==> src/rtl/ttc_pkg.sv <==
package ttc_pkg;

   // ------------------------------------------------------------------------
   // Widths
   // ------------------------------------------------------------------------
   localparam int CNT_W       = 16;           // Counter, interval, match
   localparam int REG_IDX_W   = 4;            // Word index inside one timer
   localparam int APB_ADDR_W  = 8;
   localparam int TMR_NUM_W   = 2;            // Timer number field of paddr
   localparam int IDX_LSB     = 2;            // paddr[5:2]
   localparam int TMR_LSB     = 6;            // paddr[7:6]
   localparam int CLK_CTRL_W  = 7;
   localparam int CNTR_CTRL_W = 7;
   localparam int INT_W       = 6;
   localparam int PRE_DIV_W   = 17;           // Prescaler divider
   localparam int PRE_SEL_W   = 4;

   // ------------------------------------------------------------------------
   // Register indices
   // ------------------------------------------------------------------------
   localparam logic [REG_IDX_W-1:0] REG_CLK_CTRL   = 4'd0;
   localparam logic [REG_IDX_W-1:0] REG_CNTR_CTRL  = 4'd1;
   localparam logic [REG_IDX_W-1:0] REG_COUNTER    = 4'd2;  // Read only
   localparam logic [REG_IDX_W-1:0] REG_INTERVAL   = 4'd3;
   localparam logic [REG_IDX_W-1:0] REG_MATCH_1    = 4'd4;
   localparam logic [REG_IDX_W-1:0] REG_MATCH_2    = 4'd5;
   localparam logic [REG_IDX_W-1:0] REG_MATCH_3    = 4'd6;
   localparam logic [REG_IDX_W-1:0] REG_INT_STATUS = 4'd7;  // Clear on read
   localparam logic [REG_IDX_W-1:0] REG_INT_EN     = 4'd8;

   // Control fields
   localparam int PRE_EN_BIT     = 0;         // clk_ctrl prescale enable
   localparam int PRE_SEL_LSB    = 1;         // clk_ctrl[4:1], select n
   localparam int CNTR_DIS_BIT   = 0;
   localparam int CNTR_INT_BIT   = 1;         // Interval mode
   localparam int CNTR_MATCH_BIT = 3;
   localparam int CNTR_RST_BIT   = 4;         // Self clearing
   localparam logic [CNTR_CTRL_W-1:0] CNTR_CTRL_RST = 7'h01;  // Disabled

   // Status bits, match k sits at INT_MATCH_LSB + k - 1
   localparam int INT_INTERVAL  = 0;
   localparam int INT_MATCH_LSB = 1;
   localparam int INT_OVERFLOW  = 4;

   typedef logic [31:0] ttc_data_t;           // APB data word
   typedef logic [3:1]  ttc_irq_t;            // One line per timer

   // Register interface to timer
   typedef struct packed {
      logic             clk_ctrl_sel;
      logic             cntr_ctrl_sel;
      logic             interval_sel;
      logic [3:1]       match_sel;
      logic             int_en_sel;
      logic             status_clr;           // Access phase of status read
      logic [CNT_W-1:0] wdata;
   } ttc_wr_t;

   // Timer back to register interface
   typedef struct packed {
      logic [CLK_CTRL_W-1:0]  clk_ctrl;
      logic [CNTR_CTRL_W-1:0] cntr_ctrl;
      logic [CNT_W-1:0]       counter;
      logic [CNT_W-1:0]       interval;
      logic [3:1][CNT_W-1:0]  match;
      logic [INT_W-1:0]       int_status;
      logic [INT_W-1:0]       int_en;
   } ttc_rd_t;

endpackage

==> src/rtl/ttc_prescaler.sv <==
`timescale 1ns/100ps

module ttc_prescaler
   import ttc_pkg::*;
(
   input  logic                  pclk,
   input  logic                  rst,
   input  logic [CLK_CTRL_W-1:0] clk_ctrl,
   output logic                  tick
);

   logic [PRE_DIV_W-1:0]  div_cnt;            // Free running divider
   logic [PRE_DIV_W-1:0]  div_mask;           // Low n+1 bits set
   logic [PRE_SEL_W-1:0]  pre_sel;
   logic [CLK_CTRL_W-1:0] ctrl_q;             // Last seen clk_ctrl
   logic                  ctrl_chg;

   assign pre_sel  = clk_ctrl[PRE_SEL_LSB +: PRE_SEL_W];
   assign ctrl_chg = (clk_ctrl != ctrl_q);
   assign div_mask = (PRE_DIV_W'(1) << (5'(pre_sel) + 5'd1)) - PRE_DIV_W'(1);

   // Every cycle when bypassed, else once per 2^(n+1)
   // No tick on the cycle the divider restarts
   assign tick = ~clk_ctrl[PRE_EN_BIT] |
                 (~ctrl_chg & ((div_cnt & div_mask) == div_mask));

   always_ff @(posedge pclk) begin
      if (rst) begin
         div_cnt <= '0;
         ctrl_q  <= '0;
      end else begin
         ctrl_q <= clk_ctrl;
         if (ctrl_chg)
            div_cnt <= '0;                    // Restart after a write
         else
            div_cnt <= div_cnt + 1'b1;
      end
   end

endmodule

==> src/rtl/ttc_timer_counter.sv <==
`timescale 1ns/100ps

module ttc_timer_counter
   import ttc_pkg::*;
(
   input  logic                  pclk,
   input  logic                  rst,
   input  ttc_wr_t               wr,
   input  logic                  tick,
   output ttc_rd_t               rd,
   output logic [CLK_CTRL_W-1:0] clk_ctrl,
   output logic                  interrupt
);

   logic [CNTR_CTRL_W-1:0] cntr_ctrl;
   logic [CNT_W-1:0]       count;
   logic [CNT_W-1:0]       count_nxt;
   logic [CNT_W-1:0]       interval;
   logic [3:1][CNT_W-1:0]  match;
   logic [INT_W-1:0]       int_status;
   logic [INT_W-1:0]       int_en;
   logic [INT_W-1:0]       int_evt;           // Events on this edge
   logic                   cnt_clr;
   logic                   cnt_adv;
   logic                   int_mode;
   logic                   wrap;

   // ------------------------------------------------------------------------
   // Software registers
   // ------------------------------------------------------------------------
   always_ff @(posedge pclk) begin
      if (rst) begin
         clk_ctrl  <= '0;
         cntr_ctrl <= CNTR_CTRL_RST;
         interval  <= '0;
         match     <= '0;
         int_en    <= '0;
      end else begin
         if (wr.clk_ctrl_sel)
            clk_ctrl <= wr.wdata[CLK_CTRL_W-1:0];
         if (wr.cntr_ctrl_sel) begin
            cntr_ctrl               <= wr.wdata[CNTR_CTRL_W-1:0];
            cntr_ctrl[CNTR_RST_BIT] <= 1'b0;  // Pulse only, never stored
         end
         if (wr.interval_sel)
            interval <= wr.wdata;
         for (int k = 1; k <= 3; k++) begin
            if (wr.match_sel[k])
               match[k] <= wr.wdata;
         end
         if (wr.int_en_sel)
            int_en <= wr.wdata[INT_W-1:0];
      end
   end

   // ------------------------------------------------------------------------
   // Counter
   // ------------------------------------------------------------------------
   assign cnt_clr  = wr.cntr_ctrl_sel & wr.wdata[CNTR_RST_BIT];
   assign cnt_adv  = tick & ~cntr_ctrl[CNTR_DIS_BIT] & ~cnt_clr;
   assign int_mode = cntr_ctrl[CNTR_INT_BIT];
   // >= so a lowered interval still wraps
   assign wrap      = int_mode & (count >= interval);
   assign count_nxt = wrap ? '0 : count + 1'b1;  // Free run rolls over

   // Status events, only on an advancing edge
   always_comb begin
      int_evt = '0;
      if (cnt_adv) begin
         int_evt[INT_INTERVAL] = wrap;
         int_evt[INT_OVERFLOW] = ~int_mode & (count == '1);
         if (cntr_ctrl[CNTR_MATCH_BIT]) begin
            for (int k = 1; k <= 3; k++)
               int_evt[INT_MATCH_LSB+k-1] = (count_nxt == match[k]);  // New value
         end
      end
   end

   always_ff @(posedge pclk) begin
      if (rst) begin
         count      <= '0;
         int_status <= '0;
      end else begin
         if (cnt_clr)
            count <= '0;
         else if (cnt_adv)
            count <= count_nxt;
         // Set wins over clear on read
         int_status <= (int_status & ~{INT_W{wr.status_clr}}) | int_evt;
      end
   end

   assign interrupt = |(int_status & int_en);

   // Read back
   always_comb begin
      rd            = '0;
      rd.clk_ctrl   = clk_ctrl;
      rd.cntr_ctrl  = cntr_ctrl;
      rd.counter    = count;
      rd.interval   = interval;
      rd.match      = match;
      rd.int_status = int_status;
      rd.int_en     = int_en;
   end

   // ------------------------------------------------------------------------
   // Checks
   // ------------------------------------------------------------------------
   // Once inside the interval, the counter stays inside while it is unchanged
   a_int_bound: assert property (@(posedge pclk) disable iff (rst)
      (int_mode && $past(int_mode) && $stable(interval) && $past(count <= interval))
      |-> (count <= interval))
      else $error("counter %0h above interval %0h", count, interval);

   // Counter reset write clears the count and leaves bit 4 low
   a_cntr_rst_low: assert property (@(posedge pclk) disable iff (rst)
      cnt_clr |=> (count == '0) && !rd.cntr_ctrl[CNTR_RST_BIT])
      else $error("counter reset left count %0h, control %0h", count, cntr_ctrl);

endmodule

==> src/rtl/ttc_apb_regif.sv <==
`timescale 1ns/100ps

module ttc_apb_regif
   import ttc_pkg::*;
#(
   parameter int NUM_TIMERS = 3
) (
   input  logic                  pclk,
   input  logic                  rst,
   input  logic                  psel,
   input  logic                  penable,
   input  logic                  pwrite,
   input  logic [APB_ADDR_W-1:0] paddr,
   input  ttc_data_t             pwdata,
   input  ttc_rd_t               timer_rd [1:NUM_TIMERS],
   output ttc_data_t             prdata,
   output ttc_wr_t               timer_wr [1:NUM_TIMERS]
);

   logic [TMR_NUM_W-1:0] tmr_num;
   logic [REG_IDX_W-1:0] reg_idx;
   logic                 wr_access;           // Access phase of a write
   logic                 rd_access;           // Access phase of a read
   logic                 rd_phase;            // Setup or access of a read
   logic [NUM_TIMERS:1]  tmr_sel;             // Any strobe per timer

   assign tmr_num   = paddr[TMR_LSB +: TMR_NUM_W];
   assign reg_idx   = paddr[IDX_LSB +: REG_IDX_W];
   assign wr_access = psel & penable & pwrite;
   assign rd_access = psel & penable & ~pwrite;
   assign rd_phase  = psel & ~pwrite;

   // Zero extended read word of one timer
   function automatic ttc_data_t rd_word(input ttc_rd_t rd,
                                         input logic [REG_IDX_W-1:0] idx);
      ttc_data_t word;
      word = '0;
      case (idx)
         REG_CLK_CTRL:   word = ttc_data_t'(rd.clk_ctrl);
         REG_CNTR_CTRL:  word = ttc_data_t'(rd.cntr_ctrl);
         REG_COUNTER:    word = ttc_data_t'(rd.counter);
         REG_INTERVAL:   word = ttc_data_t'(rd.interval);
         REG_MATCH_1:    word = ttc_data_t'(rd.match[1]);
         REG_MATCH_2:    word = ttc_data_t'(rd.match[2]);
         REG_MATCH_3:    word = ttc_data_t'(rd.match[3]);
         REG_INT_STATUS: word = ttc_data_t'(rd.int_status);
         REG_INT_EN:     word = ttc_data_t'(rd.int_en);
         default:        word = '0;          // 9 to 15 unmapped
      endcase
      return word;
   endfunction

   // ------------------------------------------------------------------------
   // Per timer decode
   // ------------------------------------------------------------------------
   for (genvar t = 1; t <= NUM_TIMERS; t++) begin : g_dec
      logic hit;

      assign hit = (tmr_num == TMR_NUM_W'(t));  // Timer 0 never hits

      always_comb begin
         timer_wr[t]       = '0;
         timer_wr[t].wdata = pwdata[CNT_W-1:0];
         if (hit && wr_access) begin
            case (reg_idx)
               REG_CLK_CTRL:  timer_wr[t].clk_ctrl_sel  = 1'b1;
               REG_CNTR_CTRL: timer_wr[t].cntr_ctrl_sel = 1'b1;
               REG_INTERVAL:  timer_wr[t].interval_sel  = 1'b1;
               REG_MATCH_1:   timer_wr[t].match_sel[1]  = 1'b1;
               REG_MATCH_2:   timer_wr[t].match_sel[2]  = 1'b1;
               REG_MATCH_3:   timer_wr[t].match_sel[3]  = 1'b1;
               REG_INT_EN:    timer_wr[t].int_en_sel    = 1'b1;
               default:       ;                  // Read only or unmapped
            endcase
         end
         timer_wr[t].status_clr = hit & rd_access & (reg_idx == REG_INT_STATUS);
      end

      assign tmr_sel[t] = |{timer_wr[t].clk_ctrl_sel, timer_wr[t].cntr_ctrl_sel,
                             timer_wr[t].interval_sel, timer_wr[t].match_sel,
                             timer_wr[t].int_en_sel, timer_wr[t].status_clr};
   end

   // Read mux, zero outside a read
   always_comb begin
      prdata = '0;
      for (int t = 1; t <= NUM_TIMERS; t++) begin
         if (rd_phase && tmr_num == TMR_NUM_W'(t))
            prdata = rd_word(timer_rd[t], reg_idx);
      end
   end

   // ------------------------------------------------------------------------
   // Checks
   // ------------------------------------------------------------------------
   a_one_timer_sel: assert property (@(posedge pclk) disable iff (rst)
      $onehot0(tmr_sel))
      else $error("more than one timer selected: %b", tmr_sel);

endmodule

==> src/rtl/ttc_lite.sv <==
`timescale 1ns/100ps

module ttc_lite
   import ttc_pkg::*;
#(
   parameter int NUM_TIMERS = 3
) (
   input  logic                  pclk,
   input  logic                  rst,
   input  logic                  psel,
   input  logic                  penable,
   input  logic                  pwrite,
   input  logic [APB_ADDR_W-1:0] paddr,
   input  ttc_data_t             pwdata,
   output ttc_data_t             prdata,
   output ttc_irq_t              interrupt
);

   ttc_wr_t timer_wr [1:NUM_TIMERS];          // Strobes and write data
   ttc_rd_t timer_rd [1:NUM_TIMERS];          // Register contents

   // ------------------------------------------------------------------------
   // APB decode
   // ------------------------------------------------------------------------
   ttc_apb_regif #(
      .NUM_TIMERS (NUM_TIMERS)
   ) regif_inst (
      .pclk     (pclk),
      .rst      (rst),
      .psel     (psel),
      .penable  (penable),
      .pwrite   (pwrite),
      .paddr    (paddr),
      .pwdata   (pwdata),
      .timer_rd (timer_rd),
      .prdata   (prdata),
      .timer_wr (timer_wr)
   );

   // ------------------------------------------------------------------------
   // Timers, numbered from 1
   // ------------------------------------------------------------------------
   for (genvar t = 1; t <= NUM_TIMERS; t++) begin : g_timer
      logic [CLK_CTRL_W-1:0] clk_ctrl;
      logic                  tick;            // Count enable

      ttc_prescaler prescaler_inst (
         .pclk     (pclk),
         .rst      (rst),
         .clk_ctrl (clk_ctrl),
         .tick     (tick)
      );

      ttc_timer_counter timer_inst (
         .pclk      (pclk),
         .rst       (rst),
         .wr        (timer_wr[t]),
         .tick      (tick),
         .rd        (timer_rd[t]),
         .clk_ctrl  (clk_ctrl),
         .interrupt (interrupt[t])
      );
   end

endmodule

==> config.mk <==
export PLATFORM = sky130hd
export DESIGN_NAME = ttc_lite
export DESIGN_NICKNAME = d
export VERILOG_FILES = /design/src/rtl/ttc_pkg.sv /design/src/rtl/ttc_prescaler.sv /design/src/rtl/ttc_timer_counter.sv /design/src/rtl/ttc_apb_regif.sv /design/src/rtl/ttc_lite.sv
export SDC_FILE = /design/constraint.sdc
export NUM_CORES = 1
export LEC_CHECK = 0
export BUFFER_PORTS_ARGS = -buffer_cell sky130_fd_sc_hd__buf_4
export CORE_MARGIN = 2
export CORE_UTILIZATION = 50
export CTS_CLUSTER_DIAMETER = 40
export DETAILED_ROUTE_END_ITERATION = 16
export HOLD_SLACK_MARGIN = 0.05
export PLACE_DENSITY = 0.67
export SETUP_SLACK_MARGIN = 0.5
export SYNTH_ARGS = -nofsm -noshare
export SYNTH_HDL_FRONTEND = slang
export SYNTH_HIERARCHICAL = 1
export SYNTH_SLANG_ARGS = --single-unit
==> constraint.sdc <==
create_clock -name pclk -period 11.2 [get_ports pclk]
set_clock_uncertainty 0.15 [all_clocks]
set_input_delay 1.12 -clock pclk [delete_from_list [all_inputs] [get_ports pclk]]
set_output_delay 1.12 -clock pclk [all_outputs]
set_load 0.005 [all_outputs]
**Word level (Yosys, flattened, before mapping)**

Index checks and enable logic that the tools add are counted.
Widths: inputs -> output; s select.

- Bits in registers: 387
- Bits of input ports: 45
- Output and inout bits: 35
- Word-level logic and storage cells: 183

- Add/sub/neg operators: 12
- Order comparisons: 3
- Eq/ne operators: 29
- Shift-type cells: 3
- Mux-type cells: 25
- Bitwise logic cells: 62
- Reductions and logical operators: 16

Operators with widths:

| cell | number |
|---|---|
| $pmux 16 s9 | 3 |
| $eq 16x16->1 | 9 |
| $mux 32 | 3 |
| $add 17x1->17 const B | 3 |
| $and 17x17->17 | 3 |
| $eq 17x17->1 | 3 |
| $shl 1x5->17 const A | 3 |
| $sub 17x2->17 const B | 3 |
| $add 16x1->16 const B | 3 |
| $eq 16x16->1 const B | 3 |
| $ge 16x16->1 | 3 |
| $mux 16 | 3 |
| $and 6x6->6 | 6 |
| $and 1x1->1 | 28 |
| $mux 7 | 3 |
| $ne 7x7->1 | 3 |
| $not 6->6 | 3 |
| $or 6x5->6 | 3 |
| $reduce_or 6->1 | 3 |
| $eq 4x3->1 const B | 4 |
| $not 1->1 | 16 |
| $add 4x1->5 const B | 3 |
| $mux 5 | 3 |
| $reduce_or 2->1 | 6 |
| 10 further kinds | 27 |

**Depth between registers and ports, before layout**

Gate-level depths: netlist of run 1.

- Depth in word-level cells: 11
- Depth in mapped cells: 17
- Mapped depth without buffers: 15

**By module**

The synthesis of run 1 kept the hierarchy.

Modules (own cells, without submodules):

| module | instances | cells an instance | area each (um2) | seq. area each (um2) |
|---|---|---|---|---|
| ttc_timer_counter | 3 | 655 | 5677.9 | 2102.0 |
| ttc_apb_regif | 1 | 488 | 3694.8 | 0.0 |
| ttc_prescaler at g_timer[1].prescaler_inst ... | 2 | 151 | 1355.0 | 480.5 |
| ttc_prescaler at g_timer[3].prescaler_inst | 1 | 155 | 1305.0 | 480.5 |

**Worst setup path before layout of run 1**

OpenSTA, ideal clock, no wires.

- Path kind: in2out
- Start: in paddr[3]
- End: out prdata[15]
- Arrival: 2.335 ns
- Required time: 9.930 ns
- Slack: 7.595 ns
- Stages: 8
- Buffers on the path: 3
- Cells stage by stage: buf_6 -> nor2b_1 -> buf_4 -> nor2b_1 -> buf_2 -> a222oi_1 -> o221ai_1 -> o311a_1

- Longest elaborated chain between the ends: 5
- Elaborated cells between the ends (all ways): 15
- Those cells by class: eq/ne (8); mux (6); reduce/logical (1)

RTL lines:

| item | RTL line | text |
|---|---|---|
| start, declared | ttc_lite.sv:13 | `input logic [APB_ADDR_W-1:0] paddr,` |
| $eq 4x4->1, or another cell as far along | ttc_apb_regif.sv:38 | `case (idx)` |
| $pmux 16 s9 | ttc_apb_regif.sv:38 |  |
| $mux 32 (2 in a row) | ttc_apb_regif.sv:88 | `if (rd_phase && tmr_num == TMR_NUM_W'(t))` |
| $mux 32 * | ttc_apb_regif.sv:88 |  |
| end, declared | ttc_lite.sv:15 | `output ttc_data_t prdata,` |

Every way passes the cells marked *; elsewhere a longest branch is shown, timed or not.

**Worst setup path after layout of run 1**

- Start: in paddr[2]
- End: out prdata[6]

Same word-level chain as after synthesis.

==> impl_metrics.csv, run 1 <==
group,metric,value,unit
yosys,synth_compound_area_share,16.73,%
power_and_ir_drop,ir_worst_vdd,105.3,uV
global_route,grt_max_degree,128,
placed_design,numPlacedInstances,3386,
floorplan,fp.dieW,226.5,um
timing,rsz0062_at_grt,"no",
yosys,synthAdderAreaFrac,2.882,%
yosys,synthFlopType,"dfxtp_1",
yosys,synth_xor_area_share,5.623,%
global_route,grt_pass1_wl,127200,um
cts,cts_hold_buf,0,
setup_path,critPathRequiredTime,9.93,ns
cts,cts-resized-gates,0,
drt,drc,0,
setup_path,crit_chain,"buf_4 > buf_4 > nor2b_2 > a22oi_1 > o21ai_0 > o21bai_1 > a211oi_1 > buf_4",
cts,cts-root-buf,"clkbuf_16",
global_route,grt-busiest-layer,"met2",
global_route,grt_usage,32.34,%
drt,avgViaCountPerCell,6.458,
timing,tightestPinTransition,1.222,ns
finish,synthToLayoutAreaGrowth,9.714,%
timing,finalHoldViolations,0,
timing,drv_slew,0,
floorplan,die_h,226.5,um
cts,cts_htree_levels,3,
power_and_ir_drop,p_sw,894.7,uW
global_route,grt_pass1_vias,21230,
floorplan,core_area,0.04885,mm2
setup_path,reg2reg_from,"g_timer[1].timer_inst/clk_ctrl[2]",
setup_path,cp.arrival,4.75,ns
finish,final_cell_mix,"nor2_1, dfxtp_1, mux2i_1",
global_route,grt_util_met2,49.64,%
timing,fin_crit,6.024,ns
finish,final_common_cell,"nor2_1",
power_and_ir_drop,p_int,2.892,mW
finish,final_cells,3514,
power_and_ir_drop,pwr-share-clk,59.6,%
finish,final_nets,2897,
yosys,synthCells,2910,
timing,fin_crit_sh,53.78,%
yosys,synth.distinct_cells,112,
timing,fin_ws,5.176,ns
placed_design,dp.final_hpwl,58080,um
yosys,post_synth.cell_area_avg,8.503,um2
timing,fmax,166.0,MHz
yosys,synth_mux_area_share,13.36,%
worst_hold_path,min_from,"g_timer[1].prescaler_inst/div_cnt[0]",
drt,drt-pass1-iter-count,8,
global_route,use_met1,43.57,%
power_and_ir_drop,powerDensity,139.5,mW/mm2
placed_design,dpl_worst_slack,5.394,ns
outcome,status,"finished, final reports clean",
setup_path,end_kind,"output pin",
yosys,mappedNetlistArea,0.02474,mm2
cts,cts_buffer_depth,3,
setup_path,cpMaxStageDelayCell,"nor2b_2",
finish,drive_gt1_share,12.57,%
setup_path,cpPeakStageDelay,0.99,ns
power_and_ir_drop,comb_power_share,3.8,%
global_route,gr-usage-met3,6.972,%
yosys,synth_edf_count,0,
drt,drt-initial-drc-count,2590,
placed_design,gp_congestion,0.9878,
setup_path,crit_family,"buffers and inverters",
setup_path,crit_path_max_fanout,46,
floorplan,ioPinCount,80,
placed_design,portBuffers,45,
timing,relSlewSlack,18.46,%
power_and_ir_drop,seq_power_share,36.7,%
timing,fin_setup_tns,0,ns
drt,wire_per_inst,23.86,um
floorplan,initial_utilization,50.65,%
yosys,synth-simple-area-share,22.07,%
yosys,yosysWarnings,6,
finish,design_area,0.02715,mm2
power_and_ir_drop,switching_share,23.63,%
yosys,seq_area_frac_synth,31.31,%
drt,num_vias,22690,
global_route,overflow,0,
yosys,async_flop_share,0,%
cts,cts_setup_buffers,0,
setup_path,crit_type,"in2out",
cts,tritoncts.num_buffers,71,
flow_run,cap_violations,0,
finish,fillCellCount,4460,
cts,clk_pin_slew,0.05,ns
drt,antenna_left,0,
placed_design,postPlaceCellArea,0.02464,mm2
drt,drt_wl_total,83860,um
setup_path,worst-path-buf-inv,3,
global_route,antenna_found_initial,1,
yosys,synth_top_family_by_area,"simple AND/OR/NAND/NOR gates",
cts,clock-sinks,387,
timing,setup_viol,0,
cts,cts_tree,"yes",
yosys,synth-seq-cells,387,
setup_path,cp-start-kind,"input port",
power_and_ir_drop,p_leak,9.355,nW
setup_path,cp-startpoint,"paddr[2]",
worst_hold_path,worstHoldPathType,"reg2reg",
cts,clk_latency,0.61,ns
floorplan,dieArea,0.05128,mm2
floorplan,fp-row-count,81,
setup_path,path_common_cell,"buf_4",
==> worst paths after layout <==
| path | slack [ns] | to | depth (start not counted) |
|---|---|---|---|
| worst max-delay path | 5.18 | prdata[6] | 8 |
| worst min-delay path | 0.31 | g_timer[1].prescaler_inst/div_cnt[0] | 1 |
| worst max register to register | 5.83 | g_timer[1].timer_inst/int_status[3] | 15 |
| worst min register to register | 0.31 | g_timer[1].prescaler_inst/div_cnt[0] | 1 |
==> cell families after synthesis <==
| group | after synthesis |
|---|---|
| XOR/XNOR | 149 |
| buffers and inverters | 369 |
| multiplexers | 320 |
| AO/OA/AOI/OAI | 573 |
| other | 7 |
| AND/OR/NAND/NOR | 1048 |
| adder cells (fa/ha/maj) | 57 |
| flip-flops | 387 |
==> power groups by stage <==
stage / logic (mW) / registers [mW] / clock network [mW]
final: 0.143 / 1.39 / 2.26
after global routing: 0.148 / 1.39 / 2.34
after CTS: 0.138 / 1.39 / 2.27
after detailed placement: 0.138 / 1.42 / 0
after global placement: 0.136 / 1.42 / 0
after floorplan: 0.108 / 1.41 / 0
==> synthesized netlist by cell type (9+ instances only) <==
master	number	share of area (%)
nor2_1	416	6.3
dfxtp_1	387	31
mux2i_1	303	12
nand2_1	154	2.3
a21oi_1	131	2.6
buf_4	102	3.1
clkbuf_1	97	1.5
inv_1	89	1.4
nand3_1	89	1.8
o21ai_0	72	1.5
xor2_1	72	2.5
xnor2_1	68	2.4
ha_1	57	2.9
a22oi_1	50	1.5
nor3_1	48	0.97
buf_2	45	0.91
o22ai_1	38	0.96
nand4_1	35	0.88
nor2b_1	34	0.86
a31oi_1	26	0.66
nor2_2	25	0.63
nor4_1	25	0.63
nand2b_1	22	0.56
nand3b_1	21	0.64
buf_6	18	0.82
or3_1	18	0.46
a222oi_1	17	0.69
nor3b_1	17	0.52
o32ai_1	17	0.60
and3_1	16	0.40
buf_1	15	0.23
o21ai_1	15	0.30
o221ai_1	15	0.53
and4_1	14	0.50
a221oi_1	13	0.46
a22o_1	13	0.46
nor4b_1	13	0.46
nor3_2	12	0.49
a211oi_1	10	0.30
a2bb2oi_1	10	0.35
o311a_1	9	0.36
==> flip-flops by register name (all words and copies together), names as in the netlist <==
name                            count
g_timer.timer_inst/interval        48
g_timer.timer_inst/count           48
g_timer.timer_inst/cntr_ctrl       18
g_timer.timer_inst/int_en          18
g_timer.timer_inst/clk_ctrl        21
g_timer.timer_inst/rd             144
g_timer.timer_inst/int_status      18
g_timer.prescaler_inst/div_cnt     51
g_timer.prescaler_inst/ctrl_q      21
==> per-layer routing <==
metal	up-vias	share of wire, %
met2	1194	44
met3	256	10
met5	-	0.016
met1	11030	42
met4	2	4.3
li1	10210	-
==> layout make-up <==
cell class	count	area, um2	area share, %
Sequential cell	387	7747	28.54
Tap cell	664	830.8	3.060
Timing Repair Buffer	74	574.3	2.115
Clock buffer	84	1969	7.254
Inverter	92	345.3	1.272
Clock inverter	43	534.3	1.968
Multi-Input combinational cell	2169	15140	55.78
Antenna cell	1	2.502	0.009218
==> through the flow <==
step	utilization, %	hold WS [ns]	total power [mW]
after global placement	50.44	0.2922	1.553
after global routing	55.57	0.3221	3.873
after floorplan	-	0.2768	1.523
after detailed placement	50.44	0.2980	1.554
final	55.57	0.3117	3.787
after CTS	55.57	0.3092	3.801
(Power assumes the default switching activity.)
==> inputs of run 2 (changes only) <==
==> constraint.sdc (replaced) <==
create_clock -name pclk -period 6.2 [get_ports pclk]
set_clock_uncertainty 0.15 [all_clocks]
set_input_delay 0.62 -clock pclk [delete_from_list [all_inputs] [get_ports pclk]]
set_output_delay 0.62 -clock pclk [all_outputs]
set_load 0.005 [all_outputs]
==> run 2 against run 1 <==
  * Setup slack got worse by 4.0 ns
  * Sequential power increased by 81%
  * Utilization increased by 0.23 points
  * Power increased by 84%
  * Wire length increased by 1.0%
  * Sequential share of layout area decreased by 0.12 points
  * Critical endpoint is now g_timer[1].timer_inst/int_status[3]
  * Largest cell class unchanged
==> impl_metrics.csv, run 2 (same netlist as run 1, synthesis figures left out) <==
group,metric,value,unit
outcome,status,"finished, final reports clean",
timing,setup_viol,0,
power_and_ir_drop,ir_worst_vdd,199.5,uV
finish,final_common_cell,"nor2_1",
finish,fin_util,55.81,%
worst_hold_path,worstHoldPathType,"in2reg",
timing,drv_slew,0,
setup_path,path_common_cell,"nor4_1",
timing,fin_crit,5.014,ns
timing,rsz0062_at_grt,"no",
setup_path,crit_chain,"nor4_1 > inv_1 > ha_1 > nor3b_1 > a31oi_1 > a2bb2oi_1 > o2111ai_1 > o41ai_2 > and3b_1 > nand3b_1 > a221o_1 > a221oi_2 > nand3_1 > nor4_1 > a22o_1",
worst_hold_path,min_to,"g_timer[1].timer_inst/interval[15]",
worst_hold_path,hold_depth,3,
drt,avgViaCountPerCell,6.395,
global_route,grt_pass1_vias,20950,
cts,clk_latency,0.62,ns
power_and_ir_drop,p_leak,9.397,nW
placed_design,numPlacedInstances,3388,
power_and_ir_drop,finalPower,6.954,mW
floorplan,die_h,226.5,um
finish,antenna_cells,0,
setup_path,critPathRequiredTime,6.61,ns
finish,final_cell_mix,"nor2_1, dfxtp_1, mux2i_1",
placed_design,portBuffers,45,
finish,final_nets,2903,
floorplan,initial_utilization,50.65,%
setup_path,crit_type,"reg2reg",
floorplan,core_area,0.04885,mm2
drt,drt-initial-drc-count,2515,
finish,drive_gt1_share,12.69,%
cts,clk_pin_slew,0.06,ns
worst_hold_path,min_from,"pwdata[15]",
timing,relSlewSlack,19.88,%
setup_path,cp-startpoint,"g_timer[1].timer_inst/clk_ctrl[2]",
drt,wire_per_inst,24.04,um
timing,fin_setup_tns,0,ns
setup_path,reg2reg_from,"g_timer[1].timer_inst/clk_ctrl[2]",
power_and_ir_drop,powerDensity,255.1,mW/mm2
timing,finalHoldViolations,0,
setup_path,worstReg2RegEnd,"g_timer[1].timer_inst/int_status[3]",
timing,fmax,199.5,MHz
global_route,antenna_found_initial,2,
setup_path,r2r_slack,1.19,ns
cts,cts-root-buf,"clkbuf_16",
drt,antenna_left,0,
finish,final_cells,3525,
drt,num_vias,22540,
finish,largest_register_ffs,144,
flow_run,cap_violations,0,
drt,drt_wl_total,84740,um
cts,cts_setup_buffers,0,
setup_path,cp.arrival,5.42,ns
timing,tightestPinTransition,1.185,ns
setup_path,end_kind,"register",
cts,tritoncts.num_buffers,75,
cts,cts_buffer_depth,3,
global_route,overflow,0,
placed_design,gp_congestion,1.000,
global_route,grt_max_degree,78,
global_route,grt_pass1_wl,127800,um
setup_path,cp-start-kind,"register",
drt,drt-pass1-iter-count,9,
drt,drc,0,
setup_path,cpMaxStageDelayCell,"nor4_1",
global_route,grt_usage,32.48,%
cts,cts_hold_buf,0,
setup_path,ff2ff_path_depth,15,
floorplan,fp.dieW,226.5,um
cts,cts_htree_levels,3,
setup_path,cpPeakStageDelay,0.65,ns
setup_path,crit_path_max_fanout,16,
floorplan,fp-row-count,81,
cts,clock-sinks,387,
cts,cts_tree,"yes",
cts,cts-resized-gates,0,
finish,synthToLayoutAreaGrowth,10.17,%
timing,fin_crit_sh,80.87,%
floorplan,ioPinCount,80,
placed_design,dp.final_hpwl,59060,um
floorplan,dieArea,0.05128,mm2
-- run 2: cell types whose count changed in the layout (fill, tap and decap cells not counted), moves of 2 or more --
cell	previous run	this run
buf_4	72	75
clkinv_8	1	3
clkbuf_16	74	76
clkbuf_1	2	9
clkinv_4	1	3
clkinv_2	11	9
-- run 2: cell type report --
type	instances	area, um2
clock buffer	92	2032
clock inverter	45	581.8
fill	4487	21590
inverter	92	345.3
multi-input combinational	2169	15150
sequential	387	7747
tap	664	830.8
timing repair buffer	76	576.8
-- run 2: routing by layer --
layer / GRT usage (%) / part of all wire, % / up-vias
met4: 14.54 / 4.8 / 0
li1: - / - / 10220
met1: 44.06 / 43 / 10910
met2: 49.83 / 44 / 1158
met5: 0 / 0 / -
met3: 6.440 / 9.0 / 251
-- run 2: through the flow --
stage | hold slack (ns) | area (um2) | setup slack, ns
after floorplan | 0.2768 | 24800 | 2.635
after global placement | 0.2958 | 24650 | 1.492
after detailed placement | 0.3179 | 24650 | 1.368
after CTS | 0.2690 | 27260 | 1.324
after global routing | 0.2916 | 27260 | 0.8285
final | 0.3000 | 27260 | 1.186
-- run 2: worst max-delay path: cells and delay by family (launching register included) --
| family | cells | cell delay [ns] |
|---|---|---|
| buffers and inverters | 1 | 0.11 |
| AO/OA/AOI/OAI | 7 | 1.63 |
| AND/OR/NAND/NOR | 6 | 2.26 |
| adder cells (fa/ha/maj) | 1 | 0.34 |
| flip-flops | 1 | 0.48 |
-- run 2: where the power goes --
group / total, mW / internal [mW] / switching (mW)
logic: 0.261 / 0.0619 / 0.199
registers: 2.51 / 2.50 / 0.0108
clock network: 4.18 / 2.70 / 1.48
total: 6.95 / 5.26 / 1.69
-- run 2: how the worst max path moves through the flow --
stage / cells past startpoint / to
floorplan: 14 / g_timer[3].timer_inst/int_status[3]
global placement: 15 / g_timer[2].timer_inst/int_status[3]
detailed placement: 15 / g_timer[2].timer_inst/int_status[3]
CTS: 15 / g_timer[1].timer_inst/int_status[3]
global route: 15 / g_timer[1].timer_inst/int_status[3]
finish: 15 / g_timer[1].timer_inst/int_status[3]
